===== config.mk =====
export PLATFORM = sky130hd
export DESIGN_NAME = dotgen
export DESIGN_NICKNAME = d
export VERILOG_FILES = /design/src/hdl/video_defines.svh /design/src/hdl/dotgen.sv
export SDC_FILE = /design/constraint.sdc
export NUM_CORES = 1
export LEC_CHECK = 0
export BUFFER_PORTS_ARGS = -buffer_cell sky130_fd_sc_hd__buf_2
export CAP_MARGIN = 20
export CORE_AREA = 5 5 42 44
export DETAILED_ROUTE_END_ITERATION = 16
export DIE_AREA = 0 0 47 49
export PLACE_DENSITY = 0.45
export SLEW_MARGIN = 5
export SYNTH_ARGS = -nofsm -noshare
export SYNTH_HDL_FRONTEND = slang
export SYNTH_SLANG_ARGS = --single-unit

===== constraint.sdc =====
create_clock -name pixel_clk_i -period 0.8 [get_ports pixel_clk_i]
set_input_delay 0.16 -clock pixel_clk_i [delete_from_list [all_inputs] [get_ports pixel_clk_i]]
set_output_delay 0.16 -clock pixel_clk_i [all_outputs]
set_load 0.05 [all_outputs]

===== src/hdl/video_defines.svh =====
// video geometry and memory map
`ifndef VIDEO_DEFINES_SVH
`define VIDEO_DEFINES_SVH

// horizontal timing, in character times
`define CHAR_COLS     40
`define H_TOTAL       50
`define H_SYNC_START  42
`define H_SYNC_WIDTH  4

// vertical timing, in character rows
`define CHAR_ROWS     25
`define V_TOTAL       32
`define V_SYNC_START  28
`define V_SYNC_WIDTH  2

// cell size
`define SCAN_LINES    8
`define DOTS          8

// shared memory map, byte addresses on the 14-bit bus
`define VRAM_BASE     14'h0000
`define VRAM_SIZE     1024
`define CHRAM_BASE    14'h2000
`define CHRAM_SIZE    1024

`endif

===== src/hdl/dotgen.sv =====
// dot shifter with reverse video
`default_nettype none
`timescale 1ns/10ps

module dotgen (
    input  wire logic       pixel_clk_i,
    input  wire logic       reset_i,
    input  wire logic       load_i,
    input  wire logic [7:0] pixels_i,
    input  wire logic       reverse_i,
    input  wire logic       display_en_i,
    output logic            video_o
);
    logic [7:0] shift_q;
    logic       reverse_q;

    always_ff @(posedge pixel_clk_i) begin
        if (reset_i) begin
            shift_q   <= '0;
            reverse_q <= 1'b0;
        end else if (load_i) begin
            // reverse bit kept for the whole cell
            shift_q   <= pixels_i;
            reverse_q <= reverse_i;
        end else begin
            // msb is the leftmost dot
            shift_q <= {shift_q[6:0], 1'b0};
        end
    end

    // blanked outside the visible area
    assign video_o = display_en_i & (shift_q[7] ^ reverse_q);

endmodule

`default_nettype wire


==> results.sh <==
export IMPL_worstHoldStart="pixels_i[6]"
export IMPL_ff2ff_setup_slack_ns=0.19
export IMPL_drc=0
export IMPL_initial_core_util=0.237
export IMPL_row_count=14
export IMPL_setup_violations_final=1
export IMPL_crit_path_top_delay_cell="dfxtp_2"
export IMPL_path_buf_inv=1
export IMPL_instances_no_fill=61
export IMPL_cts_sink_count=9
export IMPL_grt_ovfl_total=0
export IMPL_synthCells=30
export IMPL_place_inst=57
export IMPL_cts_max_path_buffers=2
export IMPL_drt_initial_drc_count=1
export IMPL_worstRegToRegCells=2
export IMPL_cap_violations=0
export IMPL_skew_ns=0.00554
export IMPL_post_drt_wl_per_cell_um=9.61
export IMPL_die_area_mm2=0.00230
export IMPL_power_density_mw_per_mm2=2130
export IMPL_coreArea_mm2=0.00140
export IMPL_viasPerCell=4.02
export IMPL_syn_num_nets=43
export IMPL_required_ns=0.64
export IMPL_finish_utilization=0.314
export IMPL_synth_warnings=0
export IMPL_place_congestion=0.591
export IMPL_ys_top_cells_by_area="dfxtp_1, mux2i_1, nor2_1"
export IMPL_syn_to_final_growth_pct=32.8
export IMPL_stdcell_area_um2=440
export IMPL_antennaDiodeCount=0
export IMPL_antenna_found_initial=0
export IMPL_run_status="finished with violations"
export IMPL_p_int_uw=728
export IMPL_drive_gt1_frac=0.422
export IMPL_place_worst_setup_slack_ns=-0.196
export IMPL_hold_depth=3
export IMPL_hold_end="shift_q[6]$_SDFF_PP0_"
export IMPL_chipHeight_um=49
export IMPL_ioPinCount=14
export IMPL_grt_max_degree=10
export IMPL_tns_ns=-0.363
export IMPL_postRouteAntennaNets=0
export IMPL_maxSlewViolCount=0
export IMPL_p_sw_frac=0.224
export IMPL_final_hold_violation_count=0
export IMPL_avgSynthCellArea_um2=11.1
export IMPL_critPathTopFamily="flip-flops"
export IMPL_grt_pass1_wl_um=924
export IMPL_worstPathMaxFanout=2
export IMPL_post_route_min_period_ns=1.16
export IMPL_slew_headroom=0.840
export IMPL_yosysTopAreaCell="dfxtp_1"
export IMPL_grt_pass1_vias=239
export IMPL_tightest_slew_ns=0.240
export IMPL_post_dp_cell_area_um2=404
export IMPL_wirelength_um=586
export IMPL_synth_area_um2=332
export IMPL_yosys_cell_types_count=8
export IMPL_timing_rr_start="reverse_q$_SDFFE_PP0P_"
export IMPL_pwr_share_seq=0.514
export IMPL_worst_setup_path_end_kind="output pin"
export IMPL_regToRegEndpoint="reverse_q$_SDFFE_PP0P_"
export IMPL_hold_path_class="in2reg"
export IMPL_violations="negative setup slack"
export IMPL_synth_seq_cells=9
export IMPL_clk_pin_slew_ns=0.06
export IMPL_drt_met1_wl_um=234
export IMPL_fin_crit_sh=1.45
export IMPL_cpPeakStageDelay_ns=0.33
export IMPL_first_pass_iters=3
export IMPL_setup_ws_ns=-0.363
export IMPL_holdWs_ns=0.137
export IMPL_cts_buffers=3
export IMPL_switchingPower_uw=209
export IMPL_top_layer="met4"
export IMPL_yosysSeqAreaShare=0.543
export IMPL_via_count=245
export IMPL_portBuffers=13
export IMPL_wl_met2_um=281
export IMPL_grt_usage=0.0606
export IMPL_crit_type="reg2out"
export IMPL_die_x_um=47
export IMPL_crit_arrival_ns=1.00
export IMPL_fin_nets=59
export IMPL_wl_met3_um=53
export IMPL_clkPwrFrac=0.365
export IMPL_h_tree_depth=1
export IMPL_worstPathCellList="xor2_1 > and2_4 > buf_8"
export IMPL_p_comb_frac=0.122
export IMPL_synth_top_area_share=0.543
export IMPL_fmax_ghz=0.860
export IMPL_clockRootBuffer="clkbuf_4"
export IMPL_irDropWorstVdd_uv=740
export IMPL_tritoncts="done"
export IMPL_rsz0062_at_grt="yes"
export IMPL_p_leak_nw=0.224
export IMPL_start_kind="flip-flop"
export IMPL_insertion_delay_ns=0.26
export IMPL_total_power_uw=937
==> flip-flops by register name, summed over array words and instances, names as in the netlist <==
signal     cells
reverse_q      1
shift_q        8
==> layout make-up <==
class	count	area (um^2)
Clock buffer	4	26.3
Fill cell	164	961
Multi-Input combinational cell	19	138
Sequential cell	9	181
Tap cell	16	20.0
Timing Repair Buffer	13	75.1
==> routing by layer <==
metal,vias up,track usage
li1,127,-
met1,104,0.0662
met2,10,0.0701
met3,4,0.0369
met4,0,0.0691
met5,-,0
==> synth_stat cells (all sizes together) <==
master  n
nor2    8
dfxtp   9
xor2    1
mux2i   8
and3b   1
and2    1
buf     2
==> tightest hold or removal path, stage by stage <==
cell	delay, ns
buf_2	0.08
mux2i_1	0.06
nor2_1	0.07
==> power by group through the flow <==
stage	sequential, mW	combinational [mW]	clock (mW)
detailed placement	0.492	0.107	0
CTS	0.482	0.116	0.364
finish	0.481	0.114	0.342
floorplan	0.490	0.0759	0
global placement	0.491	0.105	0
global route	0.484	0.125	0.387
==> worst max-delay path by stage <==
stage	start	endpoint	depth (start not counted)
2_1_floorplan	reverse_q$_SDFFE_PP0P_	video_o	2
3_3_place_gp	reverse_q$_SDFFE_PP0P_	video_o	3
3_5_place_dp	reverse_q$_SDFFE_PP0P_	video_o	3
4_1_cts	reverse_q$_SDFFE_PP0P_	video_o	3
5_1_grt	reverse_q$_SDFFE_PP0P_	video_o	3
6_report	reverse_q$_SDFFE_PP0P_	video_o	3
==> cell families after synthesis <==
logic type	share of synthesized area
AND/OR/NAND/NOR	0.140
flip-flops	0.543
multiplexers	0.242
buffers and inverters	0.0490
XOR/XNOR	0.0264
==> cells in the final DEF, fill, tap and decap left out <==
cell / instances
mux2i_1: 8
and3b_2: 1
buf_2: 12
dfxtp_1: 8
clkbuf_4: 3
clkbuf_1: 1
and2_4: 1
buf_8: 1
dfxtp_2: 1
nor2_1: 8
xor2_1: 1
==> timing repair <==
| item | in CTS | in global routing |
|---|---|---|
| setup buffers | 0 | 0 |
| gates resized for setup | 3 | 0 |
| setup endpoints to repair | 1 | 1 |
| cloned | 0 | 0 |
| hold buffers | 0 | 0 |
(Power assumes the default switching activity.)
