[src/hdl/video_defines.svh]
// video geometry and memory map
`ifndef VIDEO_DEFINES_SVH
`define VIDEO_DEFINES_SVH

// horizontal timing, in character times
`define CHAR_COLS     40
`define H_TOTAL       50
`define H_SYNC_START  42
`define H_SYNC_WIDTH  4

// vertical timing, in character rows
`define CHAR_ROWS     25
`define V_TOTAL       32
`define V_SYNC_START  28
`define V_SYNC_WIDTH  2

// cell size
`define SCAN_LINES    8
`define DOTS          8

// shared memory map, byte addresses on the 14-bit bus
`define VRAM_BASE     14'h0000
`define VRAM_SIZE     1024
`define CHRAM_BASE    14'h2000
`define CHRAM_SIZE    1024

`endif
[src/hdl/video_pkg.sv]
// video timing and fetch address types
`default_nettype none

package video_pkg;

    // matrix address, one per screen cell
    typedef logic [9:0] ma_t;

    // row address, scan line inside a character row
    typedef logic [2:0] ra_t;

    // bit 7 selects reverse video
    typedef struct packed {
        logic       reverse;
        logic [6:0] glyph;
    } char_code_t;

    // screen cell in video RAM
    typedef struct packed {
        logic [3:0] zero;
        ma_t        ma;
    } vram_addr_t;

    // glyph row in character RAM, tag 2'b10 marks the region
    typedef struct packed {
        logic [1:0] tag;
        logic [1:0] pad;
        logic [6:0] glyph;
        ra_t        ra;
    } glyph_addr_t;

    // one bus address, two readings
    typedef union packed {
        vram_addr_t  vram_addr;
        glyph_addr_t glyph_addr;
    } fetch_addr_u;

endpackage

`default_nettype wire

[src/hdl/crtc.sv]
// character timing generator
`default_nettype none
`timescale 1ns/10ps
`include "video_defines.svh"

module crtc (
    input  wire logic       pixel_clk_i,
    input  wire logic       reset_i,
    output logic            cclk_en_o,
    output logic            vram_slot_o,
    output logic            chram_slot_o,
    output logic            h_sync_o,
    output logic            v_sync_o,
    output logic            de_o,
    output video_pkg::ma_t  ma_o,
    output video_pkg::ra_t  ra_o
);
    import video_pkg::*;

    logic [2:0]  phase_q;
    logic [5:0]  col_q;
    ra_t         scan_q;
    logic [4:0]  row_q;
    logic        vs_q;
    logic        vram_slot_q;
    logic        chram_slot_q;
    logic        col_last;
    logic        scan_last;
    logic        row_last;
    logic [10:0] ma_full;

    // last dot of the cell, counters step here
    assign cclk_en_o = (phase_q == `DOTS - 1);
    assign col_last  = (col_q == `H_TOTAL - 1);
    assign scan_last = (scan_q == `SCAN_LINES - 1);
    assign row_last  = (row_q == `V_TOTAL - 1);

    always_ff @(posedge pixel_clk_i) begin
        if (reset_i) begin
            phase_q      <= '0;
            col_q        <= '0;
            scan_q       <= '0;
            row_q        <= '0;
            vs_q         <= 1'b0;
            vram_slot_q  <= 1'b0;
            chram_slot_q <= 1'b0;
        end else begin
            phase_q <= cclk_en_o ? 3'd0 : phase_q + 3'd1;
            // strobes registered so they land in phase 0 and phase 2
            vram_slot_q  <= cclk_en_o;
            chram_slot_q <= (phase_q == 3'd1);
            if (cclk_en_o) begin
                if (col_last) begin
                    col_q <= '0;
                    if (scan_last) begin
                        scan_q <= '0;
                        row_q  <= row_last ? 5'd0 : row_q + 5'd1;
                    end else begin
                        scan_q <= scan_q + 3'd1;
                    end
                end else begin
                    col_q <= col_q + 6'd1;
                end
                // vsync only changes as hsync starts
                if (col_q == `H_SYNC_START - 1) begin
                    vs_q <= (row_q >= `V_SYNC_START) &&
                            (row_q < `V_SYNC_START + `V_SYNC_WIDTH);
                end
            end
        end
    end

    assign vram_slot_o  = vram_slot_q;
    assign chram_slot_o = chram_slot_q;
    assign h_sync_o = (col_q >= `H_SYNC_START) && (col_q < `H_SYNC_START + `H_SYNC_WIDTH);
    assign v_sync_o = vs_q;
    assign de_o     = (col_q < `CHAR_COLS) && (row_q < `CHAR_ROWS);

    // row * 40 + col, wide enough for the blanked cells too
    assign ma_full = 11'(row_q * `CHAR_COLS) + 11'(col_q);
    assign ma_o    = ma_full[9:0];
    assign ra_o    = scan_q;

    // visible cells never run past video RAM
    a_ma_in_vram: assert property (@(posedge pixel_clk_i) disable iff (reset_i)
        de_o |-> (ma_full < `VRAM_SIZE));

endmodule

`default_nettype wire

[config.mk]
export PLATFORM = sky130hd
export DESIGN_NAME = crtc
export DESIGN_NICKNAME = d
export VERILOG_FILES = /design/src/hdl/video_pkg.sv /design/src/hdl/crtc.sv
export VERILOG_INCLUDE_DIRS = /design/src /design/src/hdl
export SDC_FILE = /design/constraint.sdc
export NUM_CORES = 1
export LEC_CHECK = 0
export BUFFER_PORTS_ARGS = -buffer_cell sky130_fd_sc_hd__clkbuf_2
export CAP_MARGIN = 10
export CORE_MARGIN = 3
export CORE_UTILIZATION = 30
export CTS_CLUSTER_DIAMETER = 80
export DETAILED_ROUTE_END_ITERATION = 10
export GPL_TIMING_DRIVEN = 1
export HOLD_SLACK_MARGIN = 0.03
export SETUP_SLACK_MARGIN = 0.3
export SYNTH_ARGS = -nofsm -noshare
export SYNTH_HDL_FRONTEND = slang
export SYNTH_SLANG_ARGS = --single-unit
[constraint.sdc]
create_clock -name pixel_clk_i -period 4 [get_ports pixel_clk_i]
set_input_delay 1 -clock pixel_clk_i [delete_from_list [all_inputs] [get_ports pixel_clk_i]]
set_output_delay 1 -clock pixel_clk_i [all_outputs]
set_load 0.02 [all_outputs]
==> results.tsv, run 1 <==
stage	metric	value	unit
pwr	pwr dens	276	nW/um^2
layout	area grow syn2layout	14.5	%
worst_setup_path	Worst Setup Start Kind	register	
global_route	initial antenna violation count	0	
worst_setup_path	Worst EP arrival	2470	ps
die	die area	5260	um^2
clocking	Skew-Pair Late Insertion Delay	260	ps
timing	worst hold slack	442	ps
place	DP Wirelength	1.86	mm
drt	antenna violation net count after detailed routing	0	
timing	final slew viol count	0	
timing	Slew HR	0.687	
logic_synthesis	library cells used by synthesis	37	
die	DIE WIDTH	72.5	um
timing	period utilization	0.868	
clocking	CTS tree	done	
status	status	complete, no violations	
drt	Iter 0 DRT Violations	31	
worst_setup_path	Max FO, Critical Path	9	
logic_synthesis	Ys Warns	0	
die	core area	4140	um^2
timing	worst-margin pin slew	470	ps
logic_synthesis	Synth Net Count	172	
drt	vias per cell	4.78	
die	Starting Density	0.320	
worst_setup_path	crit-path cells	ha_1, ha_1, fa_1, xor2_1, o2111ai_1, xnor2_1, xnor2_1, clkbuf_2	
place	port bufs	20	
die	# IOs	21	
clocking	Clock Sinks	20	
timing	Fin. Hold Viols	0	
pwr	Pleak	0.000725	uW
place	RePlAce Congestion	0.707	
pwr	Power Total	420	uW
logic_synthesis	Mean Syn Cell Area	8.97	um^2
drt	Pre-antenna DRT Iters	4	
worst_setup_path	Crit Path Category	register to primary output	
global_route	all-layer global routing usage	0.102	
hold_path	hold depth	1	
job	Max-Cap Viols	0	
timing	clk_skew	5.15	ps
pwr	worst vdd ir	107	uV
global_route	largest net degree at the start of global routing	21	
timing	RSZ-0062 raised after global routing	false	
layout	Antenna Cells	0	
layout	Final #Nets	189	
layout	share of cells above drive strength 1	0.177	
clocking	Post-CTS Setup Inserts	0	
timing	Tmin final	3470	ps
logic_synthesis	Seq/Total Area, Yosys	0.302	
die	Die Ht	72.5	um
logic_synthesis	Post-synth EDFFs	0	
drt	Post-Route WL	2.52	mm
logic_synthesis	Async S/R FF share, synth	0	
drt	WL/cell	11.8	um
worst_setup_path	capturing element type of the critical path	primary output	
logic_synthesis	top cell type's share of synthesized area	0.302	
hold_path	Worst Hold Class	register to register	
global_route	vias in the first global route	985	
clocking	cts bufs inserted	3	
logic_synthesis	Synth area leaders	dfxtp_1 30%, ha_1 19%, a21oi_1 4.1%, xnor2_1 4.0%, nor2_1 3.7%	
timing	Setup TNS Final	0	ps
clocking	H-Tree Depth	1	
logic_synthesis	post-synthesis register bit count	20	
worst_setup_path	Critical Path Slowest Stage Cell	dfxtp_2	
clocking	Clock Root Buffer	clkbuf_8	
timing	setup-violating endpoint count in the final report	0	
clocking	worst-case clock buffer depth	2	
worst_setup_path	Worst Path Required	3000	ps
logic_synthesis	post-synth top area cell	dfxtp_1	
drt	vias post-DR	1022	
die	Std-Cell Rows	23	
worst_setup_path	R2R depth	6	
global_route	grt ovf	0	
timing	Max Clock Freq	288	MHz
drt	DRC	0	
global_route	first-pass GRT wire length	4.37	mm
logic_synthesis	Post-Syn Instances	148	
clocking	Worst-path clk slew	80	ps
logic_synthesis	Top FF cell, synth	dfxtp_1	
logic_synthesis	mapped cell area	1330	um^2
worst_setup_path	crit-path max cell delay	430	ps
==> worst max-delay path, delay by kind of cell (launching register included) <==
kind,cells,cell delay [ps]
xor+xnor,3,550
buf+inv,1,180
compound gates,1,160
flops,1,430
fa+ha+maj,3,880
==> cell type report <==
type	instances	area, um^2
clock buffers	3	41.3
clock inverters	1	30.0
fillers	426	2620
inverters	9	33.8
multi-input cells	111	851
flip-flops and latches	20	402
well taps	50	62.6
repair buffers	20	100
==> kinds of logic (layout without fill, tap and decap cells) <==
logic type,Yosys count,count (layout),synth area share
AND/OR/NAND/NOR,49,49,0.210
AO/OA/AOI/OAI,26,26,0.114
adder cells (fa/ha/maj),22,22,0.219
flip-flops,20,20,0.302
buffers and inverters,17,33,0.0575
XOR/XNOR,10,10,0.0660
multiplexers,4,4,0.0320
==> synthesized netlist by cell type (all sizes together), types with 2 or more instances <==
cell,n
a21o,2
a21oi,11
and3,2
buf,4
clkbuf,4
dfxtp,20
fa,2
ha,20
inv,9
mux2,2
mux2i,2
nand2,8
nand3,3
nand3b,2
nand4b,2
nor2,13
nor2b,3
nor3,6
nor3b,3
o21ai,7
xnor2,6
xor2,4
==> path summary, 6_finish.rpt <==
check	from	endpoint	slack [ps]
worst max-delay path	row_q[1]	ma_o[9]	530
worst min-delay path	phase_q[2]	chram_slot_o	440
worst max register to register	phase_q[0]	row_q[3]	1840
worst min register to register	phase_q[2]	chram_slot_o	440
==> state kept, by name, summed over array words and instances (netlist names) <==
| name | cells |
|---|---|
| v_sync_o | 1 |
| phase_q | 3 |
| ra_o | 3 |
| col_q | 6 |
| row_q | 5 |
| vram_slot_o | 1 |
| chram_slot_o | 1 |
==> layout by cell type, fill, tap and decap left out, types with 2 or more instances in the layout <==
master and count:
o21ai_0 7, xor2_1 4, ha_1 20, mux2_2 2, mux2i_1 2, a21o_1 2, clkbuf_8 3, clkbuf_2 20
fa_1 2, nor3b_1 3, nand3b_1 2, nor2b_1 3, xnor2_1 6, nor3_1 6, and3_1 2, inv_1 9
a21oi_1 11, dfxtp_1 19, nand3_1 3, nand2_1 8, nor2_1 13
==> per-layer routing <==
layer	GRT usage	share of wire	wire length, um	up-vias
li1	-	-	-	549
met1	0.139	0.52	1310	449
met2	0.160	0.43	1080	22
met3	0.0139	0.038	97	2
met4	0.0430	0.013	32	0
met5	0	0	0	-
==> report_power, final <==
part | internal, uW | switching [uW]
clock network | 134 | 71.0
registers | 202 | 1.79
logic | 4.07 | 6.99
total | 340 | 79.7
==> per-stage QoR <==
step / worst slack, ps / cells / cell area, um^2 / utilization
final: 528 / 214 / 1520 / 0.367
after detailed placement: 691 / 210 / 1450 / 0.349
after global routing: 341 / 214 / 1520 / 0.367
after CTS: 378 / 214 / 1520 / 0.367
after floorplan: 830 / 148 / 1330 / -
after global placement: 749 / 210 / 1450 / 0.349
==> what timing repair did <==
action / 4_1_cts / 5_1_grt
setup endpoints to repair: 0 / 1
gates resized for setup: 0 / 1
hold buffers: 0 / 0
Note: power is estimated with default switching activity, not from simulation.
==> inputs of run 2 (changes only) <==
Settings changed: BUFFER_PORTS_ARGS -buffer_cell sky130_fd_sc_hd__clkbuf_2 to unset, DONT_BUFFER_PORTS set to 1.
==> run 2 against run 1 <==
  * Utilization decreased by 3.0 points
  * Wire length up 1.7%
  * Cell count decreased by 9.8%
  * Combinational power decreased by 46%
  * Clock skew barely moved
  * Critical path type unchanged
==> results.tsv, run 2 (same netlist as run 1, synthesis figures left out) <==
stage	metric	value	unit	change
layout	commonest non-fill, non-tap cell in the layout	ha_1		
worst_setup_path	Crit Path Category	register to primary output		
drt	antenna violation net count after detailed routing	0		unchanged
clocking	worst-case clock buffer depth	2		unchanged
layout	Antenna Cells	0		unchanged
layout	Reg with most FFs	col_q		
place	RePlAce Congestion	0.816		+16%
clocking	Post-CTS Hold Fix Bufs	0		unchanged
hold_path	Worst Hold Class	register to register		
layout	top flop regs	col_q x6, row_q x5		
clocking	Clock Sinks	20		unchanged
job	Max-Cap Viols	0		unchanged
die	# IOs	21		unchanged
pwr	combinational share of power	0.017		-0.009
worst_setup_path	Worst Setup Start Kind	register		
drt	Pre-antenna DRT Iters	4		unchanged
die	Starting Density	0.320		unchanged
layout	area grow syn2layout	5.28	%	
status	status	complete, no violations		
worst_setup_path	Worst Path Required	3000	ps	about the same
timing	period utilization	0.857		-0.0114
timing	Setup TNS Final	0	ps	unchanged
timing	clk_skew	4.78	ps	-0.367 ps
layout	final core utilization	0.337		-0.0296
layout	max FFs per register	6		unchanged
pwr	Pleak	0.000628	uW	-13%
worst_setup_path	capturing element type of the critical path	primary output		
pwr	pwr dens	245	nW/um^2	-11%
layout	count of filler cells inserted in the layout	436		+2.3%
worst_setup_path	Worst EP arrival	2430	ps	-40 ps
drt	vias post-DR	979		-4.2%
timing	setup-violating endpoint count in the final report	0		unchanged
die	die area	5260	um^2	unchanged
drt	Post-Route WL	2.56	mm	+1.7%
global_route	all-layer global routing usage	0.104		+0.00229
clocking	H-Tree Depth	1		unchanged
global_route	initial antenna violation count	0		unchanged
timing	Slew HR	0.550		-0.137
place	DP Wirelength	1.89	mm	+1.3%
global_route	largest net degree at the start of global routing	21		unchanged
clocking	CTS tree	done		
worst_setup_path	critical path startpoint	row_q[3]		
pwr	switching share of total power	0.202		+0.0120
drt	Iter 0 DRT Violations	43		+39%
clocking	Worst-path clk slew	70	ps	about the same
timing	Max Clock Freq	292	MHz	+1.3%
drt	DRC	0		unchanged
pwr	Power Total	342	uW	-19%
layout	share of cells above drive strength 1	0.0629		-0.114
global_route	grt ovf	0		unchanged
timing	Tmin final	3430	ps	-45.8 ps
timing	worst-margin pin slew	674	ps	+205 ps
die	core area	4140	um^2	unchanged
pwr	Internal	273	uW	-20%
drt	vias per cell	5.07		+6.2%
die	Std-Cell Rows	23		unchanged
layout	most frequent cells in the layout	20 x ha_1, 19 x dfxtp_1, 13 x nor2_1		
pwr	worst vdd ir	93.5	uV	-13%
die	DIE WIDTH	72.5	um	unchanged
place	pre-CTS WS	630	ps	-60.2 ps
clocking	Skew-Pair Late Insertion Delay	260	ps	about the same
worst_setup_path	RR Startpoint	phase_q[0]		
hold_path	min-delay src	phase_q[2]		
clocking	cts bufs inserted	3		unchanged
drt	WL/cell	13.3	um	+13%
global_route	first-pass GRT wire length	4.54	mm	+4.0%
timing	final slew viol count	0		unchanged
global_route	vias in the first global route	961		-2.4%
timing	setup ws final	574	ps	+45.8 ps
pwr	Seq pwr share	0.601		+0.115
clocking	Clock Root Buffer	clkbuf_8		
pwr	P_sw	69.0	uW	-13%
die	Die Ht	72.5	um	unchanged
layout	Final #Nets	169		-11%
pwr	Clock power frac	0.381		-0.106
place	port bufs	0		-100%
timing	worst hold slack	424	ps	-18.2 ps
timing	RSZ-0062 raised after global routing	false		
worst_setup_path	reg2reg setup slack	1660	ps	-180 ps
worst_setup_path	Max FO, Critical Path	6		-3
timing	Fin. Hold Viols	0		unchanged
==> run 2: worst max-delay path: stages, from the launching register on <==
cell       delay [ps]
dfxtp_1           410
ha_1              270
ha_1              230
fa_1              390
xor2_1            220
o2111ai_1         170
xnor2_1           280
xnor2_2           200
==> run 2: final cells by class <==
| class | instances | area (um^2) | share of cell area |
|---|---|---|---|
| tap | 50 | 62.6 | 0.0448 |
| clock buffer | 3 | 41.3 | 0.0295 |
| sequential | 20 | 402 | 0.287 |
| multi-input combinational | 111 | 858 | 0.614 |
| inverter | 9 | 33.8 | 0.0242 |
==> run 2: what timing repair did <==
action                                  in CTS  in global routing
setup buffers                                0                  0
gates resized for setup                      0                  2
endpoints found under the setup margin       0                  1
==> run 2: final timing paths <==
kind,depth (start not counted),endpoint
worst max register to register,6,row_q[3]
worst min-delay path,1,chram_slot_o
worst max-delay path,7,ma_o[9]
worst min register to register,1,chram_slot_o
==> run 2: metal layers <==
metal / track usage / vias up / share of wire / wire (um)
li1: - / 501 / - / -
met1: 0.144 / 450 / 0.48 / 1220
met2: 0.156 / 24 / 0.44 / 1130
met3: 0.0222 / 4 / 0.068 / 175
met4: 0.0430 / 0 / 0.014 / 35
met5: 0 / - / 0 / 0
==> run 2: power groups by stage <==
stage	Sequential [uW]	Clock [uW]	Combinational [uW]
global route	206	145	7.15
finish	205	130	5.94
CTS	205	136	6.14
detailed placement	210	0	6.10
floorplan	210	0	7.47
global placement	210	0	5.27
==> run 2: stage by stage <==
step / instance area [um^2] / std cells
floorplan: 1330 / 148
global placement: 1350 / 190
detailed placement: 1350 / 190
CTS: 1390 / 193
global route: 1400 / 193
finish: 1400 / 193
==> inputs of run 3 (changes only) <==
Settings changed: CELL_PAD_IN_SITES_DETAIL_PLACEMENT set to 1, CELL_PAD_IN_SITES_GLOBAL_PLACEMENT set to 1, HOLD_SLACK_MARGIN 0.03 to 0.12, PLACE_DENSITY_LB_ADDON set to 0.1.
==> run 3 against run 2 <==
  * Die area unchanged
  * Wire length increased by 13%
  * Critical endpoint unchanged
  * Clock power increased by 55%
  * Sequential power about the same
  * Utilization increased by 0.72 points
  * Via count increased by 3.3%
  * Power increased by 21%
  * Highest routed layer unchanged
  * Clock-buffer cell count unchanged
  * Clock skew decreased by 2.2 ps
  * Global-route usage increased by 1.9 points
  * Cell count increased by 0.52%
  * Register-to-register slack improved by 20 ps
==> results.tsv, run 3 (same netlist as run 1, synthesis figures left out) <==
stage	metric	value	unit	change
worst_setup_path	RR Endpoint	row_q[3]		
global_route	first-pass GRT wire length	5.08	mm	+12%
layout	most frequent cells in the layout	20 x ha_1, 19 x dfxtp_1, 13 x nor2_1		
clocking	Clock Sinks	20		unchanged
clocking	Worst-path clk slew	80	ps	about the same
worst_setup_path	R2R depth	6		unchanged
timing	Max Clock Freq	291	MHz	-0.13%
die	Starting Density	0.320		unchanged
timing	final slew viol count	0		unchanged
worst_setup_path	CP top delay family	adder cells		
worst_setup_path	crit-path cells	ha_1, ha_1, fa_1, xor2_1, o2111ai_1, xnor2_1, xnor2_2		
place	RePlAce Congestion	0.798		-2.2%
global_route	grt ovf	0		unchanged
timing	setup-violating endpoint count in the final report	0		unchanged
clocking	Post-CTS Hold Fix Bufs	0		unchanged
die	die area	5260	um^2	unchanged
worst_setup_path	Worst Setup Start Kind	register		
place	DP Wirelength	2.26	mm	+20%
die	# IOs	21		unchanged
layout	Final #Nets	169		unchanged
timing	Setup TNS Final	0	ps	unchanged
timing	RSZ-0062 raised after global routing	false		
timing	Tmin final	3430	ps	+4.56 ps
worst_setup_path	Max FO, Critical Path	6		unchanged
hold_path	min-delay src	phase_q[2]		
drt	vias post-DR	1011		+3.3%
drt	Iter 0 DRT Violations	62		+44%
worst_setup_path	capturing element type of the critical path	primary output		
worst_setup_path	critical path startpoint	row_q[3]		
global_route	largest net degree at the start of global routing	21		unchanged
timing	worst hold slack	434	ps	+10.2 ps
worst_setup_path	RR Startpoint	phase_q[0]		
drt	antenna violation net count after detailed routing	0		unchanged
worst_setup_path	Worst EP arrival	2430	ps	about the same
clocking	CTS tree	done		
layout	Reg with most FFs	col_q		
hold_path	Hold EP	chram_slot_o		
worst_setup_path	Worst Path Required	3000	ps	about the same
clocking	Skew-Pair Late Insertion Delay	260	ps	about the same
pwr	pwr dens	290	nW/um^2	+18%
timing	Fin. Hold Viols	0		unchanged
worst_setup_path	CP bufs+invs	0		unchanged
worst_setup_path	most used cell, CP	ha_1		
die	core area	4140	um^2	unchanged
layout	share of cells above drive strength 1	0.0694		+0.00651
worst_setup_path	crit-path max cell delay	420	ps	about the same
drt	Pre-antenna DRT Iters	4		unchanged
layout	commonest non-fill, non-tap cell in the layout	ha_1		
clocking	H-Tree Depth	1		unchanged
place	port bufs	0		unchanged
layout	count of filler cells inserted in the layout	497		+14%
job	Max-Cap Viols	0		unchanged
worst_setup_path	Crit Path Category	register to primary output		
clocking	cts bufs inserted	3		unchanged
layout	max FFs per register	6		unchanged
pwr	worst vdd ir	120	uV	+28%
clocking	worst-case clock buffer depth	2		unchanged
worst_setup_path	reg2reg setup slack	1680	ps	+20 ps
drt	WL/cell	15.0	um	+13%
timing	period utilization	0.858		+0.00114
worst_setup_path	Critical Path Slowest Stage Cell	dfxtp_1		
die	Std-Cell Rows	23		unchanged
timing	worst-margin pin slew	678	ps	+3.74 ps
die	Die Ht	72.5	um	unchanged
drt	DRC	0		unchanged
drt	vias per cell	5.21		+2.7%
layout	area grow syn2layout	7.54	%	
global_route	vias in the first global route	1098		+14%
status	status	complete, no violations		
layout	top flop regs	col_q x6, row_q x5		
timing	Slew HR	0.548		-0.00249
layout	Antenna Cells	0		unchanged
clocking	Clock Root Buffer	clkbuf_8		
global_route	initial antenna violation count	0		unchanged
drt	Post-Route WL	2.90	mm	+13%
pwr	Pleak	0.000642	uW	+2.2%
global_route	all-layer global routing usage	0.123		+0.0190
hold_path	hold depth	1		unchanged
die	DIE WIDTH	72.5	um	unchanged
hold_path	Worst Hold Class	register to register		
timing	clk_skew	2.58	ps	-2.20 ps
## run 3: final cells by class
class | count | area, um^2 | area share
Clock inverter | 1 | 30.0 | 0.0210
Sequential cell | 20 | 402 | 0.281
Tap cell | 50 | 62.6 | 0.0438
Inverter | 9 | 33.8 | 0.0237
Multi-Input combinational cell | 111 | 858 | 0.601
Clock buffer | 3 | 41.3 | 0.0289
## run 3: per-layer routing
metal	routed length, um	global-route usage
met5	0	0
met2	1470	0.226
met1	1310	0.138
met3	110	0.0346
met4	22	0.0307
## run 3: worst max-delay path by stage
| stage | to | slack, ps | depth (start not counted) |
|---|---|---|---|
| final | ma_o[9] | 570 | 7 |
| after global routing | ma_o[9] | 400 | 7 |
| after global placement | ma_o[9] | 710 | 7 |
| after detailed placement | ma_o[9] | 610 | 7 |
| after CTS | ma_o[9] | 320 | 7 |
| after floorplan | ma_o[9] | 830 | 7 |
## run 3: what timing repair did
item	CTS	global route
endpoints found under the setup margin	0	1
resized for setup	0	2
buffers inserted	0	0
## run 3: where the power goes
part           leakage (uW)  internal (uW)  switching, uW
sequential         0.000162            202           2.94
clock             0.0000357            133           68.8
combinational      0.000444           3.28           2.72
total              0.000642            339           74.5
## run 3: through the flow
step	worst slack (ps)	area, um^2	std cells	total power [uW]	utilization
after floorplan	830	1330	148	217	-
after global placement	707	1350	190	215	0.325
after detailed placement	608	1350	190	216	0.325
after CTS	316	1420	194	423	0.342
after global routing	395	1430	194	437	0.345
final	569	1430	194	414	0.345
