$ cat config.mk
export PLATFORM = sky130hd
export DESIGN_NAME = video_fetch_flat
export DESIGN_NICKNAME = d
export VERILOG_FILES = /design/src/hdl/video_pkg.sv /design/src/hdl/bus_pkg.sv /design/src/hdl/mem_bus_if.sv /design/src/hdl/video_fetch.sv /design/src/flat_wrapper.sv
export VERILOG_INCLUDE_DIRS = /design/src /design/src/hdl
export SDC_FILE = /design/constraint.sdc
export NUM_CORES = 1
export LEC_CHECK = 0
export BUFFER_PORTS_ARGS = -buffer_cell sky130_fd_sc_hd__buf_2
export CAP_MARGIN = 20
export CELL_PAD_IN_SITES_DETAIL_PLACEMENT = 1
export CELL_PAD_IN_SITES_GLOBAL_PLACEMENT = 2
export CORE_MARGIN = 2
export CORE_UTILIZATION = 21
export CTS_BUF_LIST = sky130_fd_sc_hd__clkbuf_4 sky130_fd_sc_hd__clkbuf_8 sky130_fd_sc_hd__clkbuf_16
export CTS_CLUSTER_SIZE = 12
export DETAILED_ROUTE_END_ITERATION = 10
export GPL_TIMING_DRIVEN = 0
export PLACE_DENSITY = 0.7
export SYNTH_ARGS = -nofsm -noshare
export SYNTH_HDL_FRONTEND = slang
export SYNTH_SLANG_ARGS = --single-unit
$ cat constraint.sdc
create_clock -name pixel_clk_i -period 1.3 [get_ports pixel_clk_i]
set_clock_uncertainty 0.1 [all_clocks]
set_input_delay 0.065 -clock pixel_clk_i [delete_from_list [all_inputs] [get_ports pixel_clk_i]]
set_output_delay 0.065 -clock pixel_clk_i [all_outputs]
set_load 0.03 [all_outputs]
$ cat src/hdl/video_defines.svh
// video geometry and memory map
`ifndef VIDEO_DEFINES_SVH
`define VIDEO_DEFINES_SVH

// horizontal timing, in character times
`define CHAR_COLS     40
`define H_TOTAL       50
`define H_SYNC_START  42
`define H_SYNC_WIDTH  4

// vertical timing, in character rows
`define CHAR_ROWS     25
`define V_TOTAL       32
`define V_SYNC_START  28
`define V_SYNC_WIDTH  2

// cell size
`define SCAN_LINES    8
`define DOTS          8

// shared memory map, byte addresses on the 14-bit bus
`define VRAM_BASE     14'h0000
`define VRAM_SIZE     1024
`define CHRAM_BASE    14'h2000
`define CHRAM_SIZE    1024

`endif
$ cat src/hdl/video_pkg.sv
// video timing and fetch address types
`default_nettype none

package video_pkg;

    // matrix address, one per screen cell
    typedef logic [9:0] ma_t;

    // row address, scan line inside a character row
    typedef logic [2:0] ra_t;

    // bit 7 selects reverse video
    typedef struct packed {
        logic       reverse;
        logic [6:0] glyph;
    } char_code_t;

    // screen cell in video RAM
    typedef struct packed {
        logic [3:0] zero;
        ma_t        ma;
    } vram_addr_t;

    // glyph row in character RAM, tag 2'b10 marks the region
    typedef struct packed {
        logic [1:0] tag;
        logic [1:0] pad;
        logic [6:0] glyph;
        ra_t        ra;
    } glyph_addr_t;

    // one bus address, two readings
    typedef union packed {
        vram_addr_t  vram_addr;
        glyph_addr_t glyph_addr;
    } fetch_addr_u;

endpackage

`default_nettype wire

$ cat src/hdl/bus_pkg.sv
// shared memory bus types
`default_nettype none

package bus_pkg;

    // 16 KB window seen by both requesters
    typedef logic [13:0] bus_addr_t;

    // one byte per access
    typedef logic [7:0] bus_data_t;

    // who owns the memory cycle
    // video first so it reads as the priority side
    typedef enum logic {
        REQ_VIDEO,
        REQ_CPU
    } requester_t;

endpackage

`default_nettype wire

$ cat src/hdl/mem_bus_if.sv
// one requester port on the shared memory bus
`default_nettype none
`timescale 1ns/10ps

interface mem_bus_if;
    import bus_pkg::*;

    // request level, held with its fields until ack
    logic      req;
    logic      we;
    bus_addr_t addr;
    bus_data_t wdata;

    // single-cycle ack, rdata valid with it
    bus_data_t rdata;
    logic      ack;

    modport requester (
        output req, we, addr, wdata,
        input  rdata, ack
    );

    modport arbiter (
        input  req, we, addr, wdata,
        output rdata, ack
    );

endinterface

`default_nettype wire

$ cat src/hdl/video_fetch.sv
// character and glyph fetch sequencer
`default_nettype none
`timescale 1ns/10ps
`include "video_defines.svh"

module video_fetch (
    input  wire logic           pixel_clk_i,
    input  wire logic           reset_i,
    input  wire logic           cclk_en_i,
    input  wire logic           vram_slot_i,
    input  wire logic           chram_slot_i,
    input  wire logic           h_sync_i,
    input  wire logic           v_sync_i,
    input  wire logic           de_i,
    input  wire video_pkg::ma_t ma_i,
    input  wire video_pkg::ra_t ra_i,
    mem_bus_if.requester        bus,
    output logic [7:0]          pixels_o,
    output logic                reverse_o,
    output logic                de_o,
    output logic                h_sync_o,
    output logic                v_sync_o
);
    import bus_pkg::*;
    import video_pkg::*;

    char_code_t  char_q;
    bus_data_t   glyph_q;
    fetch_addr_u addr_u;
    logic        pend_q;
    logic        glyph_pend_q;
    logic        glyph_sel;

    // glyph cycle from its slot until acked
    assign glyph_sel = chram_slot_i | glyph_pend_q;

    always_comb begin
        addr_u = '0;
        if (glyph_sel) begin
            // glyph of the code latched in the first slot
            addr_u.glyph_addr.tag   = 2'(`CHRAM_BASE >> 12);
            addr_u.glyph_addr.glyph = char_q.glyph;
            addr_u.glyph_addr.ra    = ra_i;
        end else begin
            addr_u.vram_addr.zero = 4'(`VRAM_BASE >> 10);
            addr_u.vram_addr.ma   = ma_i;
        end
    end

    // read only port, req held past the slot until ack
    assign bus.req   = vram_slot_i | chram_slot_i | pend_q;
    assign bus.we    = 1'b0;
    assign bus.addr  = addr_u;
    assign bus.wdata = '0;

    always_ff @(posedge pixel_clk_i) begin
        if (reset_i) begin
            pend_q       <= 1'b0;
            glyph_pend_q <= 1'b0;
            h_sync_o     <= 1'b0;
            v_sync_o     <= 1'b0;
            de_o         <= 1'b0;
        end else begin
            pend_q       <= bus.req & ~bus.ack;
            glyph_pend_q <= glyph_sel & ~bus.ack;
            // syncs leave with the pixels of this cell
            if (cclk_en_i) begin
                h_sync_o <= h_sync_i;
                v_sync_o <= v_sync_i;
                de_o     <= de_i;
            end
        end
    end

    // code at phase 1, glyph row at phase 3
    always_ff @(posedge pixel_clk_i) begin
        if (bus.ack) begin
            if (glyph_sel) begin
                glyph_q <= bus.rdata;
            end else begin
                char_q <= bus.rdata;
            end
        end
    end

    assign pixels_o  = glyph_q;
    assign reverse_o = char_q.reverse;

    a_ack_in_req: assert property (@(posedge pixel_clk_i) disable iff (reset_i)
        bus.ack |-> bus.req);

endmodule

`default_nettype wire

$ cat src/flat_wrapper.sv
// flat-port wrapper written by rule: the top's interface ports become plain ports
module video_fetch_flat import bus_pkg::*; import video_pkg::*;
  (pixel_clk_i, reset_i, cclk_en_i, vram_slot_i, chram_slot_i, h_sync_i, v_sync_i, de_i, ma_i, ra_i, pixels_o, reverse_o, de_o, h_sync_o, v_sync_o, bus_req, bus_we, bus_addr, bus_wdata, bus_rdata, bus_ack);
  mem_bus_if bus_i ();
  input  wire logic pixel_clk_i;
  input  wire logic reset_i;
  input  wire logic cclk_en_i;
  input  wire logic vram_slot_i;
  input  wire logic chram_slot_i;
  input  wire logic h_sync_i;
  input  wire logic v_sync_i;
  input  wire logic de_i;
  input  wire video_pkg::ma_t ma_i;
  input  wire video_pkg::ra_t ra_i;
  output logic [7:0] pixels_o;
  output logic reverse_o;
  output logic de_o;
  output logic h_sync_o;
  output logic v_sync_o;
  output wire logic [$bits(bus_i.req)-1:0] bus_req;
  output wire logic [$bits(bus_i.we)-1:0] bus_we;
  output wire logic [$bits(bus_i.addr)-1:0] bus_addr;
  output wire logic [$bits(bus_i.wdata)-1:0] bus_wdata;
  input wire logic [$bits(bus_i.rdata)-1:0] bus_rdata;
  input wire logic [$bits(bus_i.ack)-1:0] bus_ack;
  assign bus_req = bus_i.req;
  assign bus_we = bus_i.we;
  assign bus_addr = bus_i.addr;
  assign bus_wdata = bus_i.wdata;
  assign bus_i.rdata = bus_rdata;
  assign bus_i.ack = bus_ack;
  video_fetch u_core (.pixel_clk_i(pixel_clk_i), .reset_i(reset_i), .cclk_en_i(cclk_en_i), .vram_slot_i(vram_slot_i), .chram_slot_i(chram_slot_i), .h_sync_i(h_sync_i), .v_sync_i(v_sync_i), .de_i(de_i), .ma_i(ma_i), .ra_i(ra_i), .bus(bus_i), .pixels_o(pixels_o), .reverse_o(reverse_o), .de_o(de_o), .h_sync_o(h_sync_o), .v_sync_o(v_sync_o));
endmodule
==> impl_metrics.yaml, run 1 <==
pwr:
  powerDensity_nw_per_um2: 1040
  vdd_drop_max_uv: 446
  leakagePower_uw: 0.000757
clock_tree:
  clock_path_buffers: 2
  clk-insertion-delay-late_ns: 0.25
  cts_num_sinks: 21
  h-tree-depth: 1
  cts_tree: "yes"
  clk_pin_slew_ns: 0.07
  cts_made_buffers: 3
  root_buffer: "clkbuf_8"
layout:
  n_antenna_cell: 0
  drive_gt1_share_pct: 61.8
  area_growth_pct: 73.9
  nets: 175
  regArea_um2: 582
  final_common_cell: "buf_2"
  multiInputGateArea_um2: 274
  utilization_pct: 37.4
  mostFrequentLayoutCells: "buf_2 (42), edfxtp_1 (16), buf_4 (15)"
  n_fill_cell: 474
setup_path:
  path_class: "reg -> out"
  critical_path_required_ns: 1.13
  cp_slowest_cell: "dfxtp_2"
  worst_ep_arrival_time_ns: 1.33
  timing.rr.end: "u_core.pixels_o[4]$_DFFE_PP_"
  slowest_delay_ns: 0.33
  startpoint_type: "flop"
  cp.buffers_inverters: 2
  path_cells: "nor2_4, buf_4, mux2_2, buf_6"
  worstPathMaxFanout: 3
  r2r_slack_ns: -0.03
  crit_family: "flip-flops"
  cp-end-kind: "output port"
  startpoint: "u_core.glyph_pend_q$_SDFF_PP0_"
  rr_worst_depth: 4
  rr_startpoint: "u_core.glyph_pend_q$_SDFF_PP0_"
die:
  fp.dieH_um: 70.0
  top_level_ports: 66
  num_rows: 24
  core_area_um2: 4260
  die_w_um: 70.0
  start_util_pct: 21.5
  die-area_um2: 4910
timing:
  whs_ns: 0.0327
  finalSetupViolations: 27
  finalCritPeriodShare_pct: 115
  post-route-min-period_ns: 1.49
  finalHoldViolCount: 0
  maxSlewViolCount: 0
  fmax_mhz: 671
  setup_ws_ns: -0.190
  tns_ns: -2.24
  grt_setup_unrepaired: "yes"
grt:
  grt_pass1_vias: 812
  grt_max_degree: 12
  antenna_found_initial: 0
  grt_pass1_wl_um: 3580
  grt_util_met1_pct: 9.43
  grt_use_met3_pct: 2.74
  grt.overflow.total: 0
  use_met2_pct: 18.5
  grt_usage_pct: 9.40
  busiest_layer: "met2"
synth:
  netlist_area_um2: 916
  synth_area_per_cell_um2: 15.5
  yosys_warnings: 0
  syn_inst: 59
  yosysUniqueCellTypes: 16
  yosysSeqAreaShare_pct: 63.4
  ys_ff_latch: 21
min_path:
  hold_class: "in -> reg"
  min_to: "u_core.de_o$_SDFFE_PP0P_"
  worstHoldStart: "cclk_en_i"
  hold_depth: 3
status:
  violations: "setup timing"
  status: "finished, violations left"
place:
  io_buffers: 53
  hpwl_um: 1770
  place.gp.congestion: 0.673
job:
  cap_violations: 0
routing:
  drc_errors: 0
  wl_um: 2270
  drtPass1Iterations: 3
  final_antenna_net_count: 0
  drtIter0Drc: 3
  avgViaCountPerCell: 3.76
  wl_per_cell_um: 11.6
  vias: 737
==> Yosys cell counts <==
master / number / area (um2)
buf_4: 13 / 97.6
nor3b_1: 1 / 7.51
nor2b_1: 1 / 6.26
inv_1: 1 / 3.75
nor2_4: 1 / 11.3
and2_1: 1 / 6.26
nor2_1: 3 / 11.3
conb_1: 1 / 3.75
buf_6: 1 / 11.3
mux2i_1: 3 / 30.0
or3_1: 1 / 6.26
dfxtp_1: 5 / 100
mux2_4: 6 / 90.1
edfxtp_1: 16 / 480
mux2_2: 4 / 45.0
nor3_1: 1 / 5.00
==> kinds of logic after synthesis <==
| logic type | Yosys count | synth area share (%) |
|---|---|---|
| buffers and inverters | 15 | 12.3 |
| flip-flops | 21 | 63.4 |
| multiplexers | 13 | 18.0 |
| other | 1 | 0.409 |
| AND/OR/NAND/NOR | 9 | 5.88 |
==> repair_timing <==
item / 4_1_cts / 5_1_grt
hold endpoints to repair: 21 / 0
hold buffers: 13 / 0
setup buffers: 3 / 1
pin swaps: 1 / 1
resized for setup: 24 / 5
endpoints found under the setup margin: 27 / 19
cloned: 0 / 0
==> how the worst max path moves through the flow <==
| stage | slack, ns | cells after the start | end |
|---|---|---|---|
| floorplan | 0.06 | 3 | u_core.char_q[0]$_DFFE_PP_ |
| detailed placement | -0.15 | 3 | u_core.pixels_o[3]$_DFFE_PP_ |
| finish | -0.19 | 4 | bus_addr[1] |
| CTS | -0.23 | 4 | bus_addr[0] |
| global route | -0.24 | 4 | bus_addr[0] |
| global placement | -0.14 | 3 | u_core.pixels_o[7]$_DFFE_PP_ |
==> flip-flops by register name, indices dropped and copies added, names as in the netlist <==
register,cells
u_core.char_q,7
u_core.de_o,1
u_core.glyph_pend_q,1
u_core.h_sync_o,1
u_core.pend_q,1
u_core.pixels_o,8
u_core.reverse_o,1
u_core.v_sync_o,1
==> power breakdown <==
group	switching, uW	internal (uW)	leakage [uW]
Clock	194	238	0.0000262
Combinational	237	214	0.000539
Sequential	9.56	758	0.000192
Total	441	1210	0.000757
==> final cells by class <==
type                       instances  area share, %
clock buffer                       4           3.06
timing repair buffer              70           31.5
inverter                           1          0.236
tap                               52           4.08
sequential                        21           36.5
multi-input combinational         34           17.2
buffer                            14           7.38
==> stage by stage <==
step | setup WS (ns) | total power (uW) | instances | area, um2
floorplan | 0.0577 | 1040 | 70 | 961
global placement | -0.145 | 1140 | 175 | 1290
detailed placement | -0.153 | 1150 | 175 | 1290
CTS | -0.233 | 1660 | 195 | 1570
global route | -0.243 | 1730 | 196 | 1590
finish | -0.190 | 1650 | 196 | 1590
==> layer usage <==
metal	part of all wire (%)	vias to the layer above
met1	35	349
met3	7.0	0
met4	0	0
met5	0	-
met2	58	33
li1	-	355
==> worst min-delay path: cells and delay by family <==
kind          cells  cell delay (ns)
simple gates      1             0.07
mux               1             0.08
buf+inv           1             0.13
No activity file was read; power rests on OpenSTA's default activity.
==> run 2: changes to the inputs <==
--- a/config.mk
+++ b/config.mk
@@ -10,13 +10,13 @@
 export CAP_MARGIN = 20
 export CELL_PAD_IN_SITES_DETAIL_PLACEMENT = 1
 export CELL_PAD_IN_SITES_GLOBAL_PLACEMENT = 2
-export CORE_MARGIN = 2
+export CORE_MARGIN = 8
 export CORE_UTILIZATION = 21
 export CTS_BUF_LIST = sky130_fd_sc_hd__clkbuf_4 sky130_fd_sc_hd__clkbuf_8 sky130_fd_sc_hd__clkbuf_16
 export CTS_CLUSTER_SIZE = 12
 export DETAILED_ROUTE_END_ITERATION = 10
 export GPL_TIMING_DRIVEN = 0
-export PLACE_DENSITY = 0.7
+export PLACE_DENSITY = 0.86
 export SYNTH_ARGS = -nofsm -noshare
 export SYNTH_HDL_FRONTEND = slang
 export SYNTH_SLANG_ARGS = --single-unit
==> impl_metrics.yaml, run 2 (same netlist as run 1, synthesis figures left out) <==
clock_tree:
  cts_tree: "yes"
  cts_made_buffers: 3
  clock_path_buffers: 2
  cts_num_sinks: 21
  root_buffer: "clkbuf_8"
  clk_pin_slew_ns: 0.07
  h-tree-depth: 1
  clk-insertion-delay-late_ns: 0.26
routing:
  drtIter0Drc: 12
  drtPass1Iterations: 2
  avgViaCountPerCell: 3.68
  wl_per_cell_um: 14.2
  wl_um: 2780
  vias: 721
  final_antenna_net_count: 0
  drc_errors: 0
layout:
  nets: 175
  largest_reg_flops: 8
  area_growth_pct: 75.5
  n_antenna_cell: 0
  utilization_pct: 37.7
  final_common_cell: "buf_2"
  mostFrequentLayoutCells: "buf_2 (42), buf_6 (17), edfxtp_1 (16)"
  drive_gt1_share_pct: 62.5
setup_path:
  rr_worst_depth: 5
  path_cells: "nor2_4, buf_6, mux2_4, buf_6"
  crit_path_frequent_cell: "buf_6"
  cp_slowest_cell: "dfxtp_2"
  critical_path_required_ns: 1.13
  crit_family: "flip-flops"
  cp.buffers_inverters: 2
  startpoint_type: "flop"
  worst_ep_arrival_time_ns: 1.32
  cp-end-kind: "output port"
  worstPathMaxFanout: 5
  path_class: "reg -> out"
  path_depth: 4
  slowest_delay_ns: 0.33
grt:
  antenna_found_initial: 0
  grt_usage_pct: 8.00
  grt_pass1_vias: 808
  grt.overflow.total: 0
  grt_max_degree: 13
  grt_pass1_wl_um: 4140
timing:
  finalHoldViolCount: 0
  maxSlewViolCount: 0
  post-route-min-period_ns: 1.48
  fmax_mhz: 675
  finalCritPeriodShare_pct: 114
  setup_ws_ns: -0.180
  grt_setup_unrepaired: "yes"
  finalSetupViolations: 18
status:
  status: "finished, violations left"
  violations: "setup timing"
die:
  start_util_pct: 21.5
  top_level_ports: 66
  die-area_um2: 6730
  num_rows: 24
  core_area_um2: 4260
  die_w_um: 82.0
  fp.dieH_um: 82.0
min_path:
  hold_class: "in -> reg"
  hold_depth: 3
job:
  cap_violations: 0
pwr:
  vdd_drop_max_uv: 352
  leakagePower_uw: 0.000773
  powerDensity_nw_per_um2: 1030
  finalPower_uw: 1660
place:
  place.gp.congestion: 0.678
  io_buffers: 53
## run 2: worst reg2reg max path: cells and delay by family (launching register included)
family / cells / cell delay [ns]
buffers and inverters: 3 / 0.32
flip-flops: 1 / 0.33
AND/OR/NAND/NOR: 2 / 0.33
## run 2: where the power goes
part	switching (uW)	internal (uW)	leakage, uW
Clock	214	213	0.0000255
Sequential	9.71	757	0.000192
Combinational	248	220	0.000555
## run 2: final timing paths
| kind | slack (ns) | start | endpoint |
|---|---|---|---|
| min reg2reg | 0.41 | u_core.v_sync_o$_SDFFE_PP0P_ | u_core.v_sync_o$_SDFFE_PP0P_ |
| max reg2reg | -0.06 | u_core.glyph_pend_q$_SDFF_PP0_ | u_core.char_q[5]$_DFFE_PP_ |
| max | -0.18 | u_core.glyph_pend_q$_SDFF_PP0_ | bus_addr[3] |
| min | 0.02 | cclk_en_i | u_core.v_sync_o$_SDFFE_PP0P_ |
## run 2: layout make-up
type	instances	area (um2)
multi-input combinational	34	289
inverter	1	3.75
buffer	12	90.1
tap	52	65.1
sequential	21	582
fill	478	2660
clock buffer	3	41.3
clock inverter	1	5.00
timing repair buffer	72	532
## run 2: metal layers
metal  GRT usage, %  vias to the layer above  share of wire, %
li1               -                      352                 -
met1           7.66                      332                33
met2           15.9                       37                56
met3           2.74                        0                11
met4           1.58                        0                 0
met5              0                        -                 0
## run 2: repair_timing
| action | in CTS | in global routing |
|---|---|---|
| resized for setup | 31 | 7 |
| setup endpoints to repair | 27 | 27 |
| hold buffers | 13 | 0 |
| pin swaps | 1 | 1 |
| gates cloned | 1 | 0 |
| hold endpoints to repair | 21 | 0 |
| setup buffers | 5 | 2 |
## run 2: metrics by stage
step                      cell area [um2]  setup slack, ns  hold slack, ns  TNS, ns  cells
after CTS                            1620           -0.275          0.0289    -3.60    197
after floorplan                       961           0.0577          0.0374        0     70
after detailed placement             1290           -0.129           0.160    -1.81    175
after global placement               1290          -0.0880           0.159    -1.09    175
after global routing                 1610           -0.234          0.0664    -3.28    196
final                                1610           -0.180          0.0236    -2.20    196
==> run 3: changes to the inputs <==
--- a/config.mk
+++ b/config.mk
@@ -16,6 +16,7 @@
 export CTS_CLUSTER_SIZE = 12
 export DETAILED_ROUTE_END_ITERATION = 10
 export GPL_TIMING_DRIVEN = 0
+export HOLD_SLACK_MARGIN = 0.05
 export PLACE_DENSITY = 0.86
 export SYNTH_ARGS = -nofsm -noshare
 export SYNTH_HDL_FRONTEND = slang
==> impl_metrics.yaml, run 3 (same netlist as run 1, synthesis figures left out) <==
status:
  status: "finished, violations left"
  violations: "setup timing"
die:
  start_util_pct: 21.5
  fp.dieH_um: 82.0
  die_w_um: 82.0
  die-area_um2: 6730
  core_area_um2: 4260
  num_rows: 24
  top_level_ports: 66
clock_tree:
  h-tree-depth: 1
  cts_num_sinks: 21
  cts_tree: "yes"
  root_buffer: "clkbuf_8"
  cts_made_buffers: 3
  clock_path_buffers: 2
  clk-insertion-delay-late_ns: 0.26
  clk_pin_slew_ns: 0.08
layout:
  final_cells: 197
  mostFrequentLayoutCells: "buf_2 (42), buf_6 (17), edfxtp_1 (16)"
  drive_gt1_share_pct: 62.1
  largest_reg_flops: 8
  area_growth_pct: 76.6
  final_common_cell: "buf_2"
  n_antenna_cell: 0
  multiInputGateArea_um2: 289
  n_fill_cell: 478
  regArea_um2: 582
  utilization_pct: 37.9
  nets: 176
  final_cell_area_um2: 1620
grt:
  grt_pass1_wl_um: 4170
  grt_max_degree: 13
  grt.overflow.total: 0
  grt_pass1_vias: 815
  antenna_found_initial: 0
  grt_usage_pct: 8.05
timing:
  finalSetupViolations: 18
  finalHoldViolCount: 0
  grt_setup_unrepaired: "yes"
  maxSlewViolCount: 0
  post-route-min-period_ns: 1.48
  setup_ws_ns: -0.180
  finalCritPeriodShare_pct: 114
  whs_ns: 0.143
  fmax_mhz: 676
setup_path:
  cp-end-kind: "output port"
  rr_worst_depth: 5
  crit_end: "bus_addr[3]"
  timing.rr.end: "u_core.char_q[1]$_DFFE_PP_"
  path_class: "reg -> out"
  r2r_slack_ns: -0.06
  worst_ep_arrival_time_ns: 1.32
  rr_startpoint: "u_core.glyph_pend_q$_SDFF_PP0_"
  worstPathMaxFanout: 5
  critical_path_required_ns: 1.13
  startpoint: "u_core.glyph_pend_q$_SDFF_PP0_"
  startpoint_type: "flop"
pwr:
  p_seq_share_pct: 46.2
  power_frac_comb_pct: 28.4
  clkPwrFrac_pct: 25.4
  p_sw_share_pct: 28.2
  powerDensity_nw_per_um2: 1030
  intPower_uw: 1190
  finalPower_uw: 1660
  p_sw_uw: 469
  vdd_drop_max_uv: 339
  leakagePower_uw: 0.000777
routing:
  wl_per_cell_um: 14.2
  wl_um: 2790
  drc_errors: 0
  vias: 730
  drtIter0Drc: 12
  drtPass1Iterations: 2
  avgViaCountPerCell: 3.71
  final_antenna_net_count: 0
min_path:
  hold_class: "in -> reg"
place:
  place.gp.congestion: 0.678
  dp.cells: 175
  placed_area_um2: 1290
  io_buffers: 53
job:
  cap_violations: 0
## run 3: cell count changes in the layout (fill, tap and decap cells not counted)
cell           delta
dlygate4sd3_1     +1
## run 3: worst min path at each step
| stage | start | end | slack (ns) | cells past startpoint |
|---|---|---|---|---|
| floorplan | reset_i | u_core.de_o$_SDFFE_PP0P_ | 0.04 | 1 |
| global placement | bus_rdata[0] | u_core.char_q[0]$_DFFE_PP_ | 0.16 | 1 |
| detailed placement | bus_rdata[0] | u_core.pixels_o[0]$_DFFE_PP_ | 0.16 | 1 |
| CTS | vram_slot_i | u_core.pend_q$_SDFF_PP0_ | 0.13 | 3 |
| global route | vram_slot_i | u_core.pend_q$_SDFF_PP0_ | 0.22 | 3 |
| finish | vram_slot_i | u_core.pend_q$_SDFF_PP0_ | 0.14 | 3 |
## run 3: area by class of cell
type,instances,share of cell area (%)
flip-flops and latches,21,36.0
repair buffers,73,33.5
multi-input cells,34,17.9
plain buffers,12,5.57
well taps,52,4.02
clock buffers,3,2.55
clock inverters,1,0.309
inverters,1,0.232
## run 3: per-layer routing
layer	wire length (um)	GRT usage, %	vias up
met2	1580	16.1	37
li1	-	-	354
met4	0	1.58	0
met5	0	0	-
met3	281	2.52	0
met1	925	7.79	339
## run 3: metrics by stage
step / TNS [ns] / setup WS [ns]
final: -2.22 / -0.180
after global routing: -3.28 / -0.234
after CTS: -3.60 / -0.275
after detailed placement: -1.81 / -0.129
after global placement: -1.09 / -0.0880
after floorplan: 0 / 0.0577
## run 3: critical path, stage by stage (launching register included)
cell and delay (ns):
dfxtp_2 0.33, nor2_4 0.13, buf_6 0.15, mux2_4 0.31, buf_6 0.14
## run 3: timing repair
action	CTS	global route
cloned	1	0
hold endpoints to repair	21	0
endpoints found under the setup margin	27	27
gates resized for setup	31	7
hold buffers	14	0
buffers inserted	5	2
pin swaps	1	1
## run 3: power groups by stage
stage / registers [uW] / logic (uW) / clock network, uW
after floorplan: 820 / 216 / 0
after global placement: 781 / 360 / 0
after detailed placement: 783 / 367 / 0
after CTS: 768 / 478 / 438
after global routing: 771 / 499 / 461
final: 767 / 472 / 423
